File: config.mk
export PLATFORM = sky130hd
export DESIGN_NAME = hexDisplay
export DESIGN_NICKNAME = d
export VERILOG_FILES = /design/src/slc3_settings.svh /design/src/hexDisplay.sv
export SDC_FILE = /design/constraint.sdc
export NUM_CORES = 1
export LEC_CHECK = 0
export BUFFER_PORTS_ARGS = -buffer_cell sky130_fd_sc_hd__buf_2
export CAP_MARGIN = 20
export CORE_MARGIN = 4
export CORE_UTILIZATION = 47
export DETAILED_ROUTE_END_ITERATION = 8
export GPL_TIMING_DRIVEN = 0
export PLACE_DENSITY_LB_ADDON = 0.15
export SYNTH_ARGS = -nofsm -noshare
export SYNTH_HDL_FRONTEND = slang
export SYNTH_SLANG_ARGS = --single-unit
File: constraint.sdc
create_clock -name vclk -period 1.6
set_clock_uncertainty 0.05 [all_clocks]
set_input_delay 0.32 -clock vclk [all_inputs]
set_output_delay 0.32 -clock vclk [all_outputs]
set_load 0.02 [all_outputs]
File: src/slc3_settings.svh
// Build-wide constants; SLC3_MEM_WAIT must be at least 2, the SRAM answers within it
`ifndef SLC3_SETTINGS_SVH
`define SLC3_SETTINGS_SVH

// ------------------------------
// Memory map
// ------------------------------
// Single mapped word: switches on read, hex register on write
`define SLC3_IO_ADDR 16'hFFFF

// PC value after reset
`define SLC3_RESET_PC 16'h0000

// ------------------------------
// Timing
// ------------------------------
// Read states with OE held low
`define SLC3_MEM_WAIT 2
// Flops in each button synchronizer
`define SLC3_SYNC_STAGES 2

`endif

File: src/hexDisplay.sv
// Four seven-segment digits, active-low segments in gfedcba order
module hexDisplay (
    input  logic [15:0] value,
    output logic [6:0]  seg0,
    output logic [6:0]  seg1,
    output logic [6:0]  seg2,
    output logic [6:0]  seg3
);

    function automatic logic [6:0] segOf(input logic [3:0] nibble);
        case (nibble)
            4'h0:    return 7'b1000000;
            4'h1:    return 7'b1111001;
            4'h2:    return 7'b0100100;
            4'h3:    return 7'b0110000;
            4'h4:    return 7'b0011001;
            4'h5:    return 7'b0010010;
            4'h6:    return 7'b0000010;
            4'h7:    return 7'b1111000;
            4'h8:    return 7'b0000000;
            4'h9:    return 7'b0010000;
            4'hA:    return 7'b0001000;
            // Lower-case b and d
            4'hB:    return 7'b0000011;
            4'hC:    return 7'b1000110;
            4'hD:    return 7'b0100001;
            4'hE:    return 7'b0000110;
            default: return 7'b0001110;
        endcase
    endfunction

    // seg0 is the least significant digit
    assign seg0 = segOf(value[3:0]);
    assign seg1 = segOf(value[7:4]);
    assign seg2 = segOf(value[11:8]);
    assign seg3 = segOf(value[15:12]);

endmodule

# Word level (Yosys, flattened, before mapping)
# Memory sizes are Yosys's and may differ from the RTL's.
# Index checks and enable logic that the tools add are counted.
[word_totals]
rom_bits = 448
word_cells = 4
memories = 4
register_bits = 0
input_bits = 16
output_inout_bits = 28
[memory_table]
columns = ["memory", "depth", "width", "read_ports", "rd_ports_with_merged_regs", "wr", "line_no", "text"]
rows = [
  ["(name not given)", 16, 7, 1, 0, 0, "hexDisplay.sv:11", "case (nibble)"],
  ["(name not given)", 16, 7, 1, 0, 0, "hexDisplay.sv:11", ""],
  ["(name not given)", 16, 7, 1, 0, 0, "hexDisplay.sv:11", ""],
  ["(name not given)", 16, 7, 1, 0, 0, "hexDisplay.sv:11", ""],
]

# Longest topological paths before layout
# Gate-level depths: netlist of run 1.
# An unclocked memory read counts as a cell.
[depth]
ltp_word = 1
ltp_mapped = 5
depth_no_buf = 5

# Least setup slack after synthesis of run 1
# No wires, ideal clock.
[synth_path]
kind = "input to output"
start = "input port value[13]"
end = "output port seg3[0]"
path_buffers = 0
slack_ns = -0.169
path_stages = 5
t_required_ns = 1.230
arrival_time_ns = 1.399
cell_sequence = "inv_1 > ha_1 > and2b_2 > or3b_1 > o21ai_0"
[synth_between]
elab_chain_cells = 1
[synth_lines]
columns = ["item", "line_no", "text"]
rows = [
  ["start: declaration", "hexDisplay.sv:3", "input logic [15:0] value,"],
  ["$mem_v2 16x7", "n/a", ""],
  ["end: declaration", "hexDisplay.sv:7", "output logic [6:0] seg3"],
]
# No other way between the ends.

# Worst setup path in the final report of run 1
[layout_path]
start = "input port value[12]"
end = "output port seg3[3]"
# The elaborated chain is that of the path after synthesis.

==> results.json, run 1 <==
{
  "status": "complete, but fails checks",
  "violations": "setup timing",
  "peakVddDrop_mv": 0.301,
  "grt_pass1_vias": 1216,
  "swShare": 0.516,
  "ant_nets": 0,
  "hold_class": "in -> out",
  "crit_path_start_kind": "input pin",
  "dpl_worst_slack_ns": -0.359,
  "crit_family": "multiplexers",
  "routed.top_layer": "met4",
  "fillers": 39,
  "syn_nets": 168,
  "final_cells": 221,
  "synthTopCellsByArea": "ha_1 32%, mux2i_1 13%, mux4_1 7.2%",
  "routed_via_density": 6.53,
  "crit_path_start": "value[12]",
  "fin_setup_tns_ns": -2.74,
  "worstSetupPathType": "in -> out",
  "clkPwrFrac": 0,
  "slew_headroom": 0.775,
  "hpwl_um": 1920,
  "layout-drive-gt1-share": 0.703,
  "synth_area_mm2": 0.00110,
  "cp_max_fo": 5,
  "fmax_mhz": 540,
  "p_seq_frac": 0,
  "rows": 17,
  "wl_met2_um": 3020,
  "wl_um": 5850,
  "final_area_mm2": 0.00215,
  "cp.required_ns": 1.23,
  "post_drt_wl_per_cell_um": 26.4,
  "core_mm2": 0.00221,
  "dieWidth_um": 56.4,
  "die_h_um": 56.4,
  "arrival_ns": 1.48,
  "holdCritStartpoint": "value[2]",
  "place_inst": 196,
  "cp_slowest_cell": "mux4_2",
  "worst-path-buf-inv": 4,
  "cpPeakStageDelay_ns": 0.49,
  "grt_usage": 0.210,
  "power_leakage_uw": 0.00103,
  "crit_chain": "buf_12 -> inv_4 -> ha_1 -> inv_2 -> mux4_2 -> buf_6",
  "drc": 0,
  "synth_top_area_frac": 0.319,
  "ys_warn_count": 0,
  "met1Wirelength_um": 1960,
  "portBuffers": 44,
  "cellPowerDensity_mw_per_mm2": 347,
  "nClkBuffers": 0,
  "seqCellArea_um2": 0,
  "p_sw_uw": 385,
  "end_kind": "output pin",
  "power.combinational.fraction": 1.000,
  "rsz0062_at_grt": "true",
  "grt_pass1_wl_um": 5690,
  "maxCapViolCount": 0,
  "fin_crit_ns": 1.85,
  "num_vias": 1444,
  "yosysSeqAreaShare": 0,
  "die_area_mm2": 0.00318,
  "seq_cell_count": 0,
  "fin_crit_sh": 1.16,
  "ios": 44,
  "grt_max_degree": 11,
  "dr.pass1.iters": 4,
  "worst_pin_slew_ns": 0.329,
  "synth_cells": 124,
  "grt.overflow.total": 0,
  "drt_iter0_markers": 94,
  "layout_common_cells": "24 x buf_6, 21 x buf_4, 20 x buf_2",
  "dr_wl_met3_um": 465,
  "finalHoldViolCount": 0,
  "internal-power_uw": 361,
  "synth_cell_types": 22,
  "setup_violations": 24,
  "yosysTopAreaCell": "ha_1",
  "start_util": 0.497,
  "cts_hold_buf": 0,
  "antenna_found_initial": 1,
  "slew_viol_final": 0,
  "area_growth_pct": 95.8,
  "worst_slack_ns": -0.251,
  "synth_area_per_cell_um2": 8.87,
  "layout_commonest_cell": "buf_6",
  "finalWeightedCongestion": 0.753,
  "nets": 238,
  "dpl_cell_area_mm2": 0.00141
}
-- path summary, 6_finish.rpt --
| check | slack (ns) | cells past startpoint | end |
|---|---|---|---|
| min | 1.02 | 4 | seg0[4] |
| max | -0.25 | 6 | seg3[3] |
-- synthesized netlist by cell type --
| library cell | number |
|---|---|
| o31ai_1 | 3 |
| buf_2 | 3 |
| and2b_2 | 3 |
| mux2_2 | 6 |
| o21ai_0 | 5 |
| nor2_1 | 13 |
| mux4_2 | 1 |
| buf_4 | 2 |
| nor2b_1 | 1 |
| mux4_1 | 3 |
| o22ai_1 | 3 |
| a32o_1 | 4 |
| inv_1 | 12 |
| a21oi_1 | 2 |
| ha_1 | 28 |
| buf_6 | 3 |
| nand2b_1 | 3 |
| a22o_2 | 3 |
| or3b_1 | 4 |
| nand2_1 | 4 |
| mux2i_1 | 14 |
| a22o_1 | 4 |
-- routing by layer --
| layer | GRT usage | vias up |
|---|---|---|
| met2 | 0.401 | 120 |
| met4 | 0.0339 | 0 |
| li1 | - | 588 |
| met5 | 0 | - |
| met1 | 0.254 | 702 |
| met3 | 0.0207 | 34 |
-- cell families after synthesis --
| group | count (synthesis) | share of synthesized area |
|---|---|---|
| muxes | 24 | 0.281 |
| AOI/OAI and AO/OA | 24 | 0.165 |
| buffers and inverters | 20 | 0.0990 |
| and+or+nand+nor | 28 | 0.137 |
| adders and majority gates | 28 | 0.319 |
-- through the flow --
stage	hold slack (ns)	total power, uW	util
4_1_cts	0.979	591	0.877
2_1_floorplan	0.785	307	-
3_5_place_dp	0.974	437	0.639
3_3_place_gp	0.979	425	0.639
6_report	1.02	747	0.973
5_1_grt	1.03	770	0.973
-- repair_timing --
action	CTS	global route
pin swaps	13	7
setup buffers	22	2
gates resized for setup	98	52
setup endpoints to repair	22	21
-- layout make-up --
cell class                      instances  area, um^2  share of cell area
Multi-Input combinational cell        104        1270               0.589
Timing Repair Buffer                   68         667               0.310
Antenna cell                            1        2.50             0.00116
Tap cell                               28        35.0              0.0163
Inverter                               12         110              0.0511
Buffer                                  8        71.3              0.0331
-- power groups by stage --
stage	Combinational, uW	Clock (uW)	Sequential (uW)
after global routing	770	0.0000837	0
after floorplan	307	0	0
after detailed placement	437	0	0
after global placement	425	0	0
after CTS	591	0	0
final	747	0.0000838	0
Note: power is estimated with default switching activity, not from simulation.
==> run 2: changes to the inputs <==
==> constraint.sdc (replaced) <==
create_clock -name vclk -period 1.6
set_clock_uncertainty 0.05 [all_clocks]
set_input_delay 0.16 -clock vclk [all_inputs]
set_output_delay 0.16 -clock vclk [all_outputs]
set_load 0.02 [all_outputs]
==> results.json, run 2 (synthesized netlist as in run 1, its figures left out) <==
{
  "die_area_mm2": 0.00318,
  "cellPowerDensity_mw_per_mm2": 304,
  "crit_path_start": "value[9]",
  "wl_um": 2430,
  "rows": 17,
  "num_vias": 1034,
  "worst-path-buf-inv": 3,
  "grt_usage": 0.141,
  "routed_via_density": 5.20,
  "grt.overflow.total": 0,
  "hpwl_um": 1940,
  "drt_iter0_markers": 14,
  "nClkBuffers": 0,
  "die_h_um": 56.4,
  "drc": 0,
  "grt_max_degree": 11,
  "dieWidth_um": 56.4,
  "final_area_mm2": 0.00146,
  "crit_family": "simple AND/OR/NAND/NOR gates",
  "fin_util": 0.659,
  "slew_viol_final": 0,
  "end_kind": "output pin",
  "cp_slowest_cell": "or3b_1",
  "grt_pass1_wl_um": 3980,
  "power_leakage_uw": 0.000805,
  "grt_pass1_vias": 956,
  "rsz0062_at_grt": "true",
  "path_common_cell": "buf_4",
  "arrival_ns": 1.37,
  "ant_nets": 0,
  "cp_max_fo": 5,
  "worstSetupPathType": "in -> out",
  "layout-drive-gt1-share": 0.462,
  "worst_slack_ns": 0.0231,
  "fin_crit_ns": 1.58,
  "seq_cell_count": 0,
  "holdCritStartpoint": "value[2]",
  "finalWeightedCongestion": 0.770,
  "status": "finished, final reports clean",
  "cpPeakStageDelay_ns": 0.36,
  "worst_pin_slew_ns": 0.212,
  "crit_chain": "buf_4 -> inv_4 -> ha_4 -> and2b_2 -> or3b_1 -> o21ai_1 -> buf_4",
  "maxCapViolCount": 0,
  "hold_class": "in -> out",
  "antenna_found_initial": 0,
  "nets": 217,
  "crit_path_start_kind": "input pin",
  "cp.required_ns": 1.39,
  "peakVddDrop_mv": 0.194,
  "area_growth_pct": 32.5,
  "dr.pass1.iters": 4,
  "setup_violations": 0,
  "layout_commonest_cell": "buf_2",
  "dpl_cell_area_mm2": 0.00136,
  "fin_crit_sh": 0.986,
  "post_drt_wl_per_cell_um": 12.2,
  "fmax_mhz": 634,
  "finalPower_uw": 443,
  "layout_common_cells": "36 x buf_2, 25 x ha_1, 14 x mux2i_1",
  "seqCellArea_um2": 0,
  "dpl_worst_slack_ns": -0.134,
  "finalHoldViolCount": 0,
  "diodes": 0,
  "portBuffers": 44,
  "start_util": 0.497,
  "core_mm2": 0.00221,
  "slew_headroom": 0.858,
  "ios": 44
}
-- run 2: cell types whose count changed in the layout (fill, tap and decap cells not counted), sizes merged --
cell,previous run,this run
buf,76,53
clkbuf,0,2
clkinv,2,0
diode,1,0
inv,10,12
-- run 2: cell type report --
cell class / instances / area [um^2]
plain buffers: 8 / 63.8
fillers: 191 / 754
inverters: 12 / 52.6
multi-input cells: 104 / 1030
well taps: 28 / 35.0
repair buffers: 47 / 278
-- run 2: worst paths after layout --
check / endpoint / slack, ns / cells after the start
setup / recovery: seg2[0] / 0.02 / 7
hold / removal: seg0[4] / 0.67 / 4
-- run 2: metal layers --
metal  part of all wire  track usage  vias to the layer above
met2               0.53        0.280                       29
met4                  0       0.0102                        0
met3              0.048       0.0115                        0
met1               0.42        0.168                      462
li1                   -            -                      543
met5                  0            0                        -
-- run 2: stage by stage --
step | cells | setup TNS, ns | hold slack [ns]
after floorplan | 124 | 0 | 0.465
after global placement | 196 | -0.153 | 0.655
after detailed placement | 196 | -0.369 | 0.657
after CTS | 199 | -0.0316 | 0.663
after global routing | 199 | -0.0370 | 0.698
final | 199 | 0 | 0.668
-- run 2: report_power, final --
part           internal (uW)  switching (uW)
combinational            197             246
clock                      0               0
sequential                 0               0
total                    197             246
-- run 2: repair_timing --
action / CTS / global route
endpoints found under the setup margin: 6 / 8
hold endpoints to repair: 0 / 0
setup buffers: 3 / 0
resized for setup: 11 / 25
hold buffers: 0 / 0
pin swaps: 1 / 2
==> run 3: changes to the inputs <==
--- a/config.mk
+++ b/config.mk
@@ -6,12 +6,13 @@
 export NUM_CORES = 1
 export LEC_CHECK = 0
 export BUFFER_PORTS_ARGS = -buffer_cell sky130_fd_sc_hd__buf_2
-export CAP_MARGIN = 20
+export CAP_MARGIN = 0
 export CORE_MARGIN = 4
 export CORE_UTILIZATION = 47
 export DETAILED_ROUTE_END_ITERATION = 8
 export GPL_TIMING_DRIVEN = 0
 export PLACE_DENSITY_LB_ADDON = 0.15
+export SETUP_SLACK_MARGIN = 0.2
 export SYNTH_ARGS = -nofsm -noshare
 export SYNTH_HDL_FRONTEND = slang
 export SYNTH_SLANG_ARGS = --single-unit
==> constraint.sdc (replaced) <==
create_clock -name vclk -period 1.6
set_clock_uncertainty 0.05 [all_clocks]
set_input_delay 0.16 -clock vclk [all_inputs]
set_output_delay 0.16 -clock vclk [all_outputs]
set_load 0.1 [all_outputs]
==> results.json, run 3 <==
{
  "status": "did not finish",
  "haltStage": "clock tree synthesis (4_1_cts)",
  "tool.error": "[ERROR DPL-0033] detailed placement checks failed during check placement.",
  "finalWeightedCongestion": 0.808,
  "cts_hold_buf": 0,
  "yosysMostFrequentCell": "ha_1",
  "synth_mux_area_frac": 0.281,
  "synth_xor_area_frac": 0,
  "ios": 44,
  "synth_top_area_frac": 0.319,
  "synth_area_per_cell_um2": 8.87,
  "synthAdderAreaFrac": 0.319,
  "hpwl_um": 2130,
  "synth_cell_types": 22,
  "portBuffers": 44,
  "synth_compound_area_frac": 0.165,
  "die_h_um": 56.4,
  "synth_cells": 124,
  "rows": 17,
  "synth_top_family_by_area": "adder cells",
  "yosys-top-cells-count": "28 x ha_1, 14 x mux2i_1, 13 x nor2_1, 12 x inv_1, 6 x mux2_2",
  "ctsResizeCount": 117,
  "ys_warn_count": 0,
  "synthSimpleGateAreaFrac": 0.137,
  "yosysTopAreaCell": "ha_1",
  "dieWidth_um": 56.4,
  "syn_nets": 168,
  "synth_area_mm2": 0.00110,
  "synthTopCellsByArea": "ha_1 32%, mux2i_1 13%, mux4_1 7.2%",
  "cts_setup_buffers": 15,
  "yosysSeqAreaShare": 0,
  "start_util": 0.497
}
[run 3: cell counts after synthesis]
Identical to the previous run, type by type.
[run 3: cell families after synthesis]
kind of cell / Yosys count
mux: 24
buf+inv: 20
fa+ha+maj: 28
compound gates: 24
simple gates: 28
[run 3: stage by stage]
stage / std cells / utilization / cell area [um^2] / hold slack (ns) / setup slack [ns]
after detailed placement: 196 / 0.745 / 1650 / 0.849 / -0.244
after global placement: 196 / 0.745 / 1650 / 0.847 / -0.223
after floorplan: 124 / - / 1390 / 0.586 / 0.145
==> run 4: changes to the inputs <==
--- a/config.mk
+++ b/config.mk
@@ -7,12 +7,11 @@
 export LEC_CHECK = 0
 export BUFFER_PORTS_ARGS = -buffer_cell sky130_fd_sc_hd__buf_2
 export CAP_MARGIN = 0
-export CORE_MARGIN = 4
-export CORE_UTILIZATION = 47
+export CORE_AREA = 4 4 65 67
 export DETAILED_ROUTE_END_ITERATION = 8
+export DIE_AREA = 0 0 69 71
 export GPL_TIMING_DRIVEN = 0
 export PLACE_DENSITY_LB_ADDON = 0.15
-export SETUP_SLACK_MARGIN = 0.2
 export SYNTH_ARGS = -nofsm -noshare
 export SYNTH_HDL_FRONTEND = slang
 export SYNTH_SLANG_ARGS = --single-unit
==> constraint.sdc (replaced) <==
create_clock -name vclk -period 2.1
set_clock_uncertainty 0.05 [all_clocks]
set_input_delay 0.21 -clock vclk [all_inputs]
set_output_delay 0.21 -clock vclk [all_outputs]
set_load 0.1 [all_outputs]
==> results.json, run 4 (synthesized netlist as in run 1, its figures left out) <==
{
  "finalWeightedCongestion": 0.814,
  "rsz0062_at_grt": "false",
  "fin_crit_ns": 1.99,
  "arrival_ns": 1.73,
  "seq_cell_count": 0,
  "dr.pass1.iters": 4,
  "core_mm2": 0.00363,
  "layout_commonest_cell": "buf_2",
  "ant_nets": 0,
  "wl_um": 2520,
  "cp_max_fo": 5,
  "cts_setup_buffers": 0,
  "grt_usage": 0.103,
  "drc": 0,
  "fin_crit_sh": 0.946,
  "fmax_mhz": 503,
  "whs_ns": 0.915,
  "worstSetupPathType": "in -> out",
  "grt_pass1_wl_um": 4600,
  "end_kind": "output pin",
  "num_vias": 1047,
  "die_area_mm2": 0.00490,
  "grt_max_degree": 11,
  "die_h_um": 71,
  "fin_setup_tns_ns": 0,
  "grt.overflow.total": 0,
  "power_leakage_uw": 0.000812,
  "cp.required_ns": 1.84,
  "nets": 214,
  "layout-drive-gt1-share": 0.464,
  "slew_headroom": 0.677,
  "routed_via_density": 4.85,
  "status": "finished, final reports clean",
  "cts_hold_buf": 0,
  "dieWidth_um": 69,
  "maxCapViolCount": 0,
  "nClkBuffers": 0,
  "slew_viol_final": 0,
  "diodes": 0,
  "multi_input_area_mm2": 0.00107,
  "area_growth_pct": 33.2,
  "start_util": 0.303,
  "seqCellArea_um2": 0,
  "drt_iter0_markers": 24,
  "portBuffers": 44,
  "peakVddDrop_mv": 0.170,
  "crit_path_start_kind": "input pin",
  "antenna_found_initial": 0,
  "layout_common_cells": "44 x buf_2, 28 x ha_1, 14 x mux2i_1",
  "hpwl_um": 2130,
  "setup_violations": 0,
  "grt_pass1_vias": 1026,
  "cellPowerDensity_mw_per_mm2": 434,
  "ios": 44,
  "post_drt_wl_per_cell_um": 11.7,
  "fillers": 368,
  "finalHoldViolCount": 0,
  "hold_class": "in -> out",
  "worst_pin_slew_ns": 0.488,
  "rows": 22
}
[run 4: timing repair]
item,in CTS,in global routing
hold endpoints to repair,0,0
endpoints found under the setup margin,0,3
resized for setup,0,3
[run 4: path summary, 6_finish.rpt]
path / start / endpoint / depth (start not counted)
hold / removal: value[2] / seg0[4] / 4
setup / recovery: value[5] / seg1[0] / 7
[run 4: report_power, final]
group          switching, uW  internal [uW]  total (uW)
clock                      0              0           0
combinational            491            145         636
sequential                 0              0           0
total                    491            145         636
[run 4: metal layers]
| layer | part of all wire | GRT usage | wire length [um] |
|---|---|---|---|
| met5 | 0 | 0 | 0 |
| met4 | 0 | 0 | 0 |
| met3 | 0.050 | 0.00994 | 125 |
| met2 | 0.48 | 0.191 | 1220 |
| met1 | 0.47 | 0.137 | 1180 |
[run 4: critical path, cell delays in order]
cell and delay [ns]:
buf_2 0.13, inv_1 0.15, ha_1 0.20, and2b_2 0.23
or3b_1 0.40, o21ai_2 0.07, clkbuf_4 0.34
[run 4: cell type report]
type | count | share of cell area
multi-input cells | 104 | 0.729
repair buffers | 44 | 0.155
plain buffers | 8 | 0.0436
well taps | 48 | 0.0410
inverters | 12 | 0.0307
[run 4: through the flow]
stage / worst slack (ns) / instances / util / total power [uW] / area (um^2)
after global placement: 0.0308 / 216 / 0.401 / 632 / 1460
final: 0.112 / 216 / 0.403 / 636 / 1470
after CTS: 0.0112 / 216 / 0.401 / 637 / 1460
after detailed placement: 0.00867 / 216 / 0.401 / 637 / 1460
after global routing: 0.0284 / 216 / 0.403 / 670 / 1470
after floorplan: -0.0480 / 124 / - / 537 / 1180
