[config.mk]
export PLATFORM = sky130hd
export DESIGN_NAME = controlUnit
export DESIGN_NICKNAME = d
export VERILOG_FILES = /design/src/slc3Pkg.sv /design/src/controlUnit.sv
export VERILOG_INCLUDE_DIRS = /design/src
export SDC_FILE = /design/constraint.sdc
export NUM_CORES = 1
export LEC_CHECK = 0
export BUFFER_PORTS_ARGS = -buffer_cell sky130_fd_sc_hd__buf_2
export CORE_UTILIZATION = 50
export CTS_CLUSTER_SIZE = 10
export DETAILED_ROUTE_END_ITERATION = 12
export MAX_ROUTING_LAYER = met4
export PLACE_DENSITY_LB_ADDON = 0.3
export SLEW_MARGIN = 20
export SYNTH_ARGS = -nofsm -noshare
export SYNTH_HDL_FRONTEND = slang
export SYNTH_SLANG_ARGS = --single-unit
[constraint.sdc]
create_clock -name Clk -period 5.4 [get_ports Clk]
set_input_delay 1.08 -clock Clk [delete_from_list [all_inputs] [get_ports Clk]]
set_output_delay 1.08 -clock Clk [all_outputs]
set_load 0.1 [all_outputs]
[src/slc3_settings.svh]
// Build-wide constants; SLC3_MEM_WAIT must be at least 2, the SRAM answers within it
`ifndef SLC3_SETTINGS_SVH
`define SLC3_SETTINGS_SVH

// ------------------------------
// Memory map
// ------------------------------
// Single mapped word: switches on read, hex register on write
`define SLC3_IO_ADDR 16'hFFFF

// PC value after reset
`define SLC3_RESET_PC 16'h0000

// ------------------------------
// Timing
// ------------------------------
// Read states with OE held low
`define SLC3_MEM_WAIT 2
// Flops in each button synchronizer
`define SLC3_SYNC_STAGES 2

`endif

[src/slc3Pkg.sv]
// Types shared by control and datapath; only the kept LC-3 subset has opcode values
package slc3Pkg;

    // Instruction opcodes in ir[15:12]
    typedef enum logic [3:0] {
        BR    = 4'b0000,
        ADD   = 4'b0001,
        JSR   = 4'b0100,
        AND   = 4'b0101,
        LDR   = 4'b0110,
        STR   = 4'b0111,
        NOT   = 4'b1001,
        JMP   = 4'b1100,
        PAUSE = 4'b1101
    } slc3Opcode;

    // Controller states
    typedef enum logic [4:0] {
        Halted, FetchMar, FetchRead1, FetchRead2, FetchIr, Decode,
        ExecAdd, ExecAnd, ExecNot, BrTest, JmpLoad, JsrLink,
        LdrAddr, LdrRead1, LdrRead2, LdrLoad,
        StrAddr, StrData, StrWrite,
        PauseWaitPress, PauseWaitRelease
    } ctrlState;

    // ALU function select
    typedef enum logic [1:0] {
        Add   = 2'd0,
        And   = 2'd1,
        NotA  = 2'd2,
        PassA = 2'd3
    } aluOp;

endpackage

[src/controlUnit.sv]
// Moore sequencer, one instruction at a time; run and resume are raw active-low buttons
`include "slc3_settings.svh"

module controlUnit import slc3Pkg::*; (
    input  logic        Clk,
    input  logic        rstN,
    input  logic        run,
    input  logic        resume,
    input  logic [15:0] ir,
    input  logic        ben,
    output logic        ldMar,
    output logic        ldMdr,
    output logic        ldIr,
    output logic        ldCc,
    output logic        ldReg,
    output logic        ldPc,
    output logic        ldLed,
    output logic        gatePc,
    output logic        gateMdr,
    output logic        gateAlu,
    output logic        gateAddr,
    output logic        pcSel,
    output logic        addr1Sel,
    output logic [1:0]  addr2Sel,
    output logic        sr1Sel,
    output logic        drSel,
    output logic        sr2Sel,
    output aluOp        aluFn,
    output logic        mioEn,
    output logic        memRead,
    output logic        memWrite
);

    // Address adder offset selects
    localparam logic [1:0] Off0  = 2'd0;
    localparam logic [1:0] Off6  = 2'd1;
    localparam logic [1:0] Off9  = 2'd2;
    localparam logic [1:0] Off11 = 2'd3;
    // Read1 repeats until this count, Read2 is the last read state
    localparam logic [3:0] LastWait = 4'(`SLC3_MEM_WAIT - 2);

    ctrlState  state;
    ctrlState  nextState;
    slc3Opcode opcode;
    logic [`SLC3_SYNC_STAGES-1:0] runSync;
    logic [`SLC3_SYNC_STAGES-1:0] resumeSync;
    logic       runPressed;
    logic       resumePressed;
    logic [3:0] readWait;
    logic       readDone;

    // ------------------------------
    // Button synchronizers
    // ------------------------------
    always_ff @(posedge Clk or negedge rstN) begin
        if (!rstN) begin
            runSync    <= '1;
            resumeSync <= '1;
        end else begin
            runSync    <= {runSync[`SLC3_SYNC_STAGES-2:0], run};
            resumeSync <= {resumeSync[`SLC3_SYNC_STAGES-2:0], resume};
        end
    end

    // Active low at the pins
    assign runPressed    = ~runSync[`SLC3_SYNC_STAGES-1];
    assign resumePressed = ~resumeSync[`SLC3_SYNC_STAGES-1];

    assign opcode   = slc3Opcode'(ir[15:12]);
    assign readDone = (readWait == LastWait);

    // ------------------------------
    // State register
    // ------------------------------
    always_ff @(posedge Clk or negedge rstN) begin
        if (!rstN) begin
            state    <= Halted;
            readWait <= '0;
        end else begin
            state <= nextState;
            // Counts repeats of the first read state
            if (state == FetchRead1 || state == LdrRead1) begin
                readWait <= readWait + 4'd1;
            end else begin
                readWait <= '0;
            end
        end
    end

    always_comb begin
        nextState = state;
        case (state)
            Halted:     if (runPressed) nextState = FetchMar;
            FetchMar:   nextState = FetchRead1;
            FetchRead1: if (readDone) nextState = FetchRead2;
            FetchRead2: nextState = FetchIr;
            FetchIr:    nextState = Decode;
            Decode: begin
                case (opcode)
                    ADD:     nextState = ExecAdd;
                    AND:     nextState = ExecAnd;
                    NOT:     nextState = ExecNot;
                    BR:      nextState = BrTest;
                    JMP:     nextState = JmpLoad;
                    JSR:     nextState = JsrLink;
                    LDR:     nextState = LdrAddr;
                    STR:     nextState = StrAddr;
                    PAUSE:   nextState = PauseWaitPress;
                    // Unsupported opcodes are skipped
                    default: nextState = FetchMar;
                endcase
            end
            LdrAddr:  nextState = LdrRead1;
            LdrRead1: if (readDone) nextState = LdrRead2;
            LdrRead2: nextState = LdrLoad;
            StrAddr:  nextState = StrData;
            StrData:  nextState = StrWrite;
            PauseWaitPress:   if (resumePressed) nextState = PauseWaitRelease;
            PauseWaitRelease: if (!resumePressed) nextState = FetchMar;
            // Single-cycle executes, LdrLoad and StrWrite
            default:  nextState = FetchMar;
        endcase
    end

    // ------------------------------
    // Output decode
    // ------------------------------
    always_comb begin
        ldMar    = 1'b0;
        ldMdr    = 1'b0;
        ldIr     = 1'b0;
        ldCc     = 1'b0;
        ldReg    = 1'b0;
        ldPc     = 1'b0;
        ldLed    = 1'b0;
        gatePc   = 1'b0;
        gateMdr  = 1'b0;
        gateAlu  = 1'b0;
        gateAddr = 1'b0;
        pcSel    = 1'b0;
        addr1Sel = 1'b0;
        addr2Sel = Off0;
        sr1Sel   = 1'b0;
        drSel    = 1'b0;
        // Immediate form flag
        sr2Sel   = ir[5];
        aluFn    = PassA;
        mioEn    = 1'b0;
        memRead  = 1'b0;
        memWrite = 1'b0;
        case (state)
            FetchMar: begin
                gatePc = 1'b1;
                ldMar  = 1'b1;
                // PC + 1
                ldPc   = 1'b1;
            end
            FetchRead1, LdrRead1: memRead = 1'b1;
            FetchRead2, LdrRead2: begin
                memRead = 1'b1;
                mioEn   = 1'b1;
                ldMdr   = 1'b1;
            end
            FetchIr: begin
                gateMdr = 1'b1;
                ldIr    = 1'b1;
            end
            ExecAdd, ExecAnd, ExecNot: begin
                sr1Sel  = 1'b1;
                gateAlu = 1'b1;
                ldReg   = 1'b1;
                ldCc    = 1'b1;
                aluFn   = (state == ExecAdd) ? Add : (state == ExecAnd) ? And : NotA;
            end
            BrTest: begin
                // PC + offset9 when a flag matches
                ldPc     = ben;
                pcSel    = 1'b1;
                addr2Sel = Off9;
            end
            JmpLoad: begin
                // BaseR + 0
                ldPc     = 1'b1;
                pcSel    = 1'b1;
                sr1Sel   = 1'b1;
                addr1Sel = 1'b1;
                addr2Sel = Off0;
            end
            JsrLink: begin
                // R7 takes the old PC on the bus while PC jumps
                gatePc   = 1'b1;
                drSel    = 1'b1;
                ldReg    = 1'b1;
                ldPc     = 1'b1;
                pcSel    = 1'b1;
                addr2Sel = Off11;
            end
            LdrAddr, StrAddr: begin
                sr1Sel   = 1'b1;
                addr1Sel = 1'b1;
                addr2Sel = Off6;
                gateAddr = 1'b1;
                ldMar    = 1'b1;
            end
            LdrLoad: begin
                gateMdr = 1'b1;
                ldReg   = 1'b1;
                ldCc    = 1'b1;
            end
            StrData: begin
                // Source register passes through the ALU into MDR
                gateAlu = 1'b1;
                ldMdr   = 1'b1;
            end
            StrWrite:       memWrite = 1'b1;
            PauseWaitPress: ldLed = 1'b1;
            default: ;
        endcase
    end

    atMostOneGate: assert property (@(posedge Clk) disable iff (!rstN)
        $onehot0({gatePc, gateMdr, gateAlu, gateAddr}))
        else $error("Several bus gates active");

endmodule

Word-level counts from Yosys, hierarchy flattened:

Memories as Yosys holds them, arrays and structs flattened.
Cells that the tools add are included.
W data, S select, Z words.

* shifts and indexed selects: 0
* magnitude comparators: 0
* $add $sub $neg: 1
* eq/ne operators: 25
* $mul: 0
* bitwise logic cells: 0
* divide/modulo/power cells: 0
* reduce and logical (&&, ||, !) cells: 19
* multiplexer cells: 29

Operators with widths (number)
* $pmux W5 S13: 1
* $eq A5 B4 Y1 const B: 8
* $eq A5 B5 Y1 const B: 5
* $mux W5: 5
* $eq A5 B3 Y1 const B: 4
* $reduce_or A3 Y1: 6
* $mux W1: 17
* $reduce_or A4 Y1: 3
* $eq A5 B2 Y1 const B: 2
* $ne A2 B2 Y1 const B: 5
* $reduce_or A2 Y1: 4
* $mux W2: 3
* $pmux W2 S3: 1
* $reduce_or A6 Y1: 1
* $eq A5 B1 Y1 const B: 1
* $logic_not A5 Y1: 1
* $reduce_and A5 Y1: 1
* $reduce_or A5 Y1: 1
* $add A4 B1 Y4 const B: 1
* $logic_not A4 Y1: 1
* $mux W4: 1
* $pmux W1 S2: 1
* $logic_or A1 B1 Y1: 1

* input bits: 21
* word-level logic and storage cells: 79
* bits in registers: 13
* bits in writable memories: 0
* bits in latches: 0
* bits in read-only memories: 80
* output and inout bits: 23
* memories: 1

Memories
* (name not given): depth 16, bits a word 5, read ports 1, clocked after Yosys merged registers in 0, write ports 0, line controlUnit.sv:99 `case (opcode)`

Longest topological paths before layout:

Gate-level depths: netlist of the first run.

* depth after elaboration: 4
* mapped depth: 6
* depth with buffers taken out: 6

Worst setup path before layout of the first run:

OpenSTA, ideal clock, no wires.

* path type: register to output
* start point: register state[1]
* end point: output port gatePc
* setup slack: 391 ps
* arrival time: 3929 ps
* cell stages (with the launch flop): 5
* required time: 4320 ps
* path buffers: 2
* cells stage by stage: dfrtp_1 -> clkbuf_1 -> clkbuf_1 -> xor2_1 -> nor4_1

* word-level cells in the longest chain between the ends: 3
* elaborated cells between the ends (all ways): 4
* classes of those cells: eq/ne: 2; mux: 1; reduce/logical: 1

RTL lines
* start, declared: line controlUnit.sv:42 `ctrlState state;`
* start signal, assigned: line controlUnit.sv:77 `state <= Halted;`
* start signal, assigned: line controlUnit.sv:80 `state <= nextState;`
* $eq A5 B1 Y1 / $eq A5 B4 Y1 (equally long branches): line controlUnit.sv:151 `case (state)`
* $reduce_or A2 Y1 (no source line) *
* $mux W1 *: line controlUnit.sv:151
* end, declared: line controlUnit.sv:18 `output logic gatePc,`

Mark *: on every way between the ends. The rest lies on a longest branch, timed or not.

Worst setup path after layout of the first run:

* start point: register state[1]
* end point: output port memRead

* word-level cells in the longest chain between the ends: 3
* elaborated cells between the ends (all ways): 6
* classes of those cells: eq/ne: 4; mux: 1; reduce/logical: 1

RTL lines
* $eq A5 B2 Y1 / $eq A5 B4 Y1 (equally long branches): line controlUnit.sv:151
* $reduce_or A4 Y1 (no source line) *
* $mux W1 *: line controlUnit.sv:151
* end, declared: line controlUnit.sv:30 `output logic memRead,`

Marks and branches as above.

==> results of run 1 <==
[layout make-up]
class	count	area [µm²]
clock buffers	4	26.28
fillers	205	879.6
flip-flops and latches	13	330.3
inverters	10	37.54
multi-input cells	126	838.3
well taps	28	35.03
repair buffers	30	150.1
[kinds of logic after synthesis]
kind of cell	count (synthesis)
and+or+nand+nor	70
AOI/OAI and AO/OA	39
buffers and inverters	25
DFF	13
adders and majority gates	8
xor gates and xnor gates	5
muxes	4
[sequential cells by signal (all words and copies together), names as in the netlist]
signal,cells
readWait,4
runSync,2
state,5
resumeSync,2
[worst paths after layout]
path | slack, ps | depth (start not counted) | to
setup / recovery | 1850 | 4 | memRead
hold / removal | 360 | 0 | runSync[1]
setup reg to reg | 3000 | 4 | state[1]
hold reg to reg | 360 | 0 | runSync[1]
max in group asynchronous | 4440 | 1 | runSync[0]
min in group asynchronous | 680 | 1 | readWait[0]
[cells in the final DEF, fill, tap and decap left out, types with 2 or more instances in the layout]
cell,count
buf_2,30
nor2_1,20
nand2_1,14
a21oi_1,11
inv_1,10
dfrtp_1,9
ha_1,8
nor2b_1,7
nor3_1,6
o21ai_0,6
dfstp_2,4
xnor2_1,3
nor3b_1,3
o22ai_1,3
and3_1,3
nand2b_1,3
clkbuf_4,3
and2_1,2
a31oi_1,2
xor2_1,2
a2bb2oi_1,2
o31ai_1,2
nor4_1,2
o32ai_1,2
a21boi_1,2
mux2_1,2
[routing by layer]
metal / wire length [µm] / share of wire
met4: 17 / 0.0058
met1: 1302 / 0.44
met3: 143 / 0.049
met5: 0 / 0
met2: 1483 / 0.50
[cells in the mapped netlist (3+ instances only)]
library cell | count | area (µm²)
nor2_1 | 20 | 75.07
nand2_1 | 14 | 52.55
clkbuf_1 | 12 | 45.04
a21oi_1 | 11 | 55.05
inv_1 | 10 | 37.54
dfrtp_1 | 9 | 225.2
ha_1 | 8 | 100.1
nor2b_1 | 7 | 43.79
nor3_1 | 6 | 30.03
o21ai_0 | 6 | 30.03
dfstp_2 | 4 | 105.1
and3_1 | 3 | 18.77
nand2b_1 | 3 | 18.77
nor3b_1 | 3 | 22.52
o22ai_1 | 3 | 18.77
xnor2_1 | 3 | 26.28
[stage by stage]
stage          setup slack (ps)  hold slack (ps)  utilization  std cells
2_1_floorplan             391.0            345.2            -        164
3_3_place_gp               2192            347.7       0.6057        207
3_5_place_dp               2161            348.2       0.6057        207
4_1_cts                    1873            362.4       0.6171        211
5_1_grt                    1741            367.5       0.6171        211
6_report                   1852            357.3       0.6171        211
[critical path, delay by kind of cell, from the launching register on]
kind                   cells  cell delay [ps]
and+or+nand+nor            2              720
buffers and inverters      1              410
DFF                        1              880
AOI/OAI and AO/OA          1              190
==> impl_metrics.tcl, run 1 <==
set metrics [dict create \
    fin_crit_ps 3548 \
    synth_async_sr_flop_share 1.000 \
    coreArea_um2 2297 \
    grt_busiest_layer "met2" \
    placed_cell_area_um2 1391 \
    cts_tree "done" \
    routed_via_density 5.853 \
    cts_root_buf "clkbuf_4" \
    ctsResizeCount 0 \
    endpoint_kind "output port" \
    grt.overflow.total 0 \
    yosysSeqAreaShare 0.2606 \
    cts_max_level 1 \
    slew_violations 0 \
    maxCapViolations 0 \
    rsz0062_at_grt "false" \
    worst_ep_required_time_ps 4320 \
    slowest_delay_ps 880 \
    max_freq_mhz 281.9 \
    port_buffers 30 \
    drt_iter0_markers 21 \
    grt_max_degree 30 \
    yosys.area_share.xor_xnor 0.03455 \
    dieArea_um2 2741 \
    status "finished, final reports clean" \
    ant_nets 0 \
    setup_viol 0 \
    cts_setup_buffers 0 \
    antenna_found_initial 0 \
    dr_total_vias 1235 \
    clk_latency_ps 260 \
    postCtsHoldBufs 0 \
    numCtsBuffers 3 \
    holdCritStartpoint "runSync[0]" \
    yosysWarnings 0 \
    boundaryPins 44 \
    worstHoldPathType "flop to flop" \
    wl_um 2947 \
    nets 213 \
    synth-simple-area-share 0.2902 \
    ctsLongestPathBuffers 2 \
    wl_per_cell_um 13.97 \
    slew-limit-headroom 0.4235 \
    path_max_fanout 27 \
    syn_to_final_growth_pct 11.85 \
    fp-row-count 17 \
    tightestPinTransition_ps 864.8 \
    netlist_area_um2 1267 \
    synthMuxAreaShare 0.03455 \
    synthAdderAreaFrac 0.07897 \
    period_share 0.6570 \
    synth_flop_cell "dfrtp_1" \
    reg2reg_from "state[1]" \
    gp_congestion 0.8744 \
    synth_compound_area_frac 0.2231 \
    slowest_stage "dfrtp_1" \
    crit_start "state[1]" \
    synth_edf_count 0 \
    clock_sinks 13 \
    grt_usage 0.2364 \
    path_class "flop to output port" \
    insertedDiodeCount 0 \
    ys_ff_latch 13 \
    synthCells 164 \
    initial_utilization 0.5517 \
    grtUsageMet1 0.2806 \
    synth.distinct_cells 49 \
    clk_pin_slew_worst_paths_ps 70 \
    skew_ps 5.029 \
    die_h_um 52.35 \
    grt_pass1_wl_um 4767 \
    die_w_um 52.35 \
    synth.avg_cell_area_um2 7.728 \
    synth_top_family_by_area "simple AND/OR/NAND/NOR gates" \
    grt_pass1_vias 1127 \
    met2_usage 0.4051 \
    fin_tns_setup_ps 0 \
    drive_above_1_share 0.2350 \
    crit_arrival_ps 2470 \
    path_cells "or4b_4, a21oi_1, or2_1, buf_2" \
    design_area_um2 1418 \
    drcViolationCount 0 \
    cp-start-kind "flop" \
    drtPass1Iterations 4 \
    synth_nets 193 \
    met3_usage 0.02029 \
    finalHoldViolCount 0 \
    dp_hpwl_um 2141 \
]
Power of run 1 is left out: the tool's default activity adds up to more than one toggle a clock period on the data nets, which glitch-free logic cannot reach.
==> run 2: changes to the inputs <==
Clock period 5.4 ns to 3.3 ns, I/O delays scaled along.
==> run 2 against run 1 <==
Net effect:
- clock skew down 1.2 ps
- sequential share of layout area down 1.4 points
- final cell count up 2.4%
- via count unchanged
- global-route usage up 0.65 points
- die area unchanged
- critical path depth up 1
==> impl_metrics.tcl, run 2 (same netlist as run 1, synthesis figures left out) <==
set metrics [dict create \
    maxCapViolations 0 \
    ff2ff_setup_slack_ps 1120 \
    path_max_fanout 18 \
    crit_arrival_ps 2250 \
    clock_sinks 13 \
    cts_tree "done" \
    tightestPinTransition_ps 610.7 \
    antenna_found_initial 0 \
    crit_start "state[0]" \
    timing.rr.end "state[2]" \
    fillers 214 \
    cp_num_buf_inv 2 \
    ant_nets 0 \
    die_w_um 52.35 \
    dieArea_um2 2741 \
    ctsLongestPathBuffers 2 \
    worstHoldPathType "primary input to async pin" \
    fp-row-count 17 \
    largest_reg_flops 5 \
    grt_usage 0.2430 \
    grt_max_degree 29 \
    grt.overflow.total 0 \
    cts_root_buf "clkbuf_4" \
    rsz0062_at_grt "false" \
    worst_ep_required_time_ps 2640 \
    postCtsHoldBufs 0 \
    drt_iter0_markers 28 \
    cts_max_level 1 \
    path_cells "inv_1, nor3_1, a21oi_1, o31ai_4, buf_2" \
    dr_total_vias 1235 \
    clk_latency_ps 270 \
    largestRegisters "state: 5 flops, readWait: 4 flops" \
    routed_via_density 5.718 \
    pre_cts_slack_ps 708.8 \
    ff2ff_path_depth 4 \
    slew-limit-headroom 0.5929 \
    layout_common_cells "buf_2, nor2_1, nand2_1, inv_1" \
    slowest_delay_ps 730 \
    skew_ps 3.865 \
    drive_above_1_share 0.2979 \
    grt_pass1_wl_um 4871 \
    dp_hpwl_um 2247 \
    max_freq_mhz 343.4 \
    fin_tns_setup_ps 0 \
    insertedDiodeCount 0 \
    finalHoldViolCount 0 \
    top_register "state" \
    numCtsBuffers 3 \
    gp_congestion 0.8800 \
    syn_to_final_growth_pct 18.85 \
    reg2reg_from "state[0]" \
    grt_pass1_vias 1162 \
    slowest_stage "dfrtp_1" \
    fin_crit_ps 2912 \
    initial_utilization 0.5517 \
    wl_um 2966 \
    slew_violations 0 \
    period_share 0.8825 \
    crit_family "flip-flops" \
    wl_per_cell_um 13.73 \
    cts_setup_buffers 0 \
    endpoint "gateAlu" \
    cp-start-kind "flop" \
    coreArea_um2 2297 \
    port_buffers 30 \
    path_class "flop to output port" \
    ctsResizeCount 0 \
    endpoint_kind "output port" \
    cp.depth 5 \
    drtPass1Iterations 4 \
    boundaryPins 44 \
    fin_ws_ps 387.6 \
    clk_pin_slew_worst_paths_ps 70 \
    final_common_cell "buf_2" \
    die_h_um 52.35 \
    drcViolationCount 0 \
    nets 218 \
    setup_viol 0 \
    status "finished, final reports clean" \
]
## run 2: cell types whose count changed in the layout (fill, tap and decap cells not counted), moves of 2 or more
cell / previous run / this run
a21oi_1: 11 / 9
a21oi_2: 0 / 2
buf_4: 0 / 5
nor3_1: 6 / 4
nor3_2: 1 / 3
## run 2: layer usage
metal | wire, µm | part of all wire | global-route usage | up-vias
li1 | - | - | - | 617
met1 | 1353 | 0.46 | 0.2870 | 567
met2 | 1421 | 0.48 | 0.4198 | 47
met3 | 154 | 0.052 | 0.02609 | 4
met4 | 36 | 0.012 | 0.09649 | 0
met5 | 0 | 0 | - | -
## run 2: how the worst min path moves through the flow
stage	from	to	slack, ps
5_1_grt	rstN	readWait[3]	260
6_report	rstN	readWait[0]	250
2_1_floorplan	resumeSync[0]	resumeSync[1]	350
4_1_cts	rstN	readWait[0]	250
3_3_place_gp	runSync[0]	runSync[1]	350
3_5_place_dp	runSync[0]	runSync[1]	350
## run 2: area by class of cell
| type | count | area, µm² | share of cell area |
|---|---|---|---|
| multi-input cells | 126 | 889.6 | 0.5905 |
| flip-flops and latches | 13 | 330.3 | 0.2193 |
| repair buffers | 35 | 187.7 | 0.1246 |
| inverters | 10 | 37.54 | 0.02492 |
| well taps | 28 | 35.03 | 0.02326 |
| clock buffers | 4 | 26.28 | 0.01744 |
## run 2: through the flow
step	cells	hold WS, ps	cell area, µm²	utilization
final	216	252.4	1506	0.6558
after global routing	216	261.1	1506	0.6558
after CTS	216	253.2	1506	0.6558
after detailed placement	212	349.1	1480	0.6443
after global placement	212	346.8	1480	0.6443
after floorplan	164	345.2	1319	-
Power of run 2 is left out for the same reason.
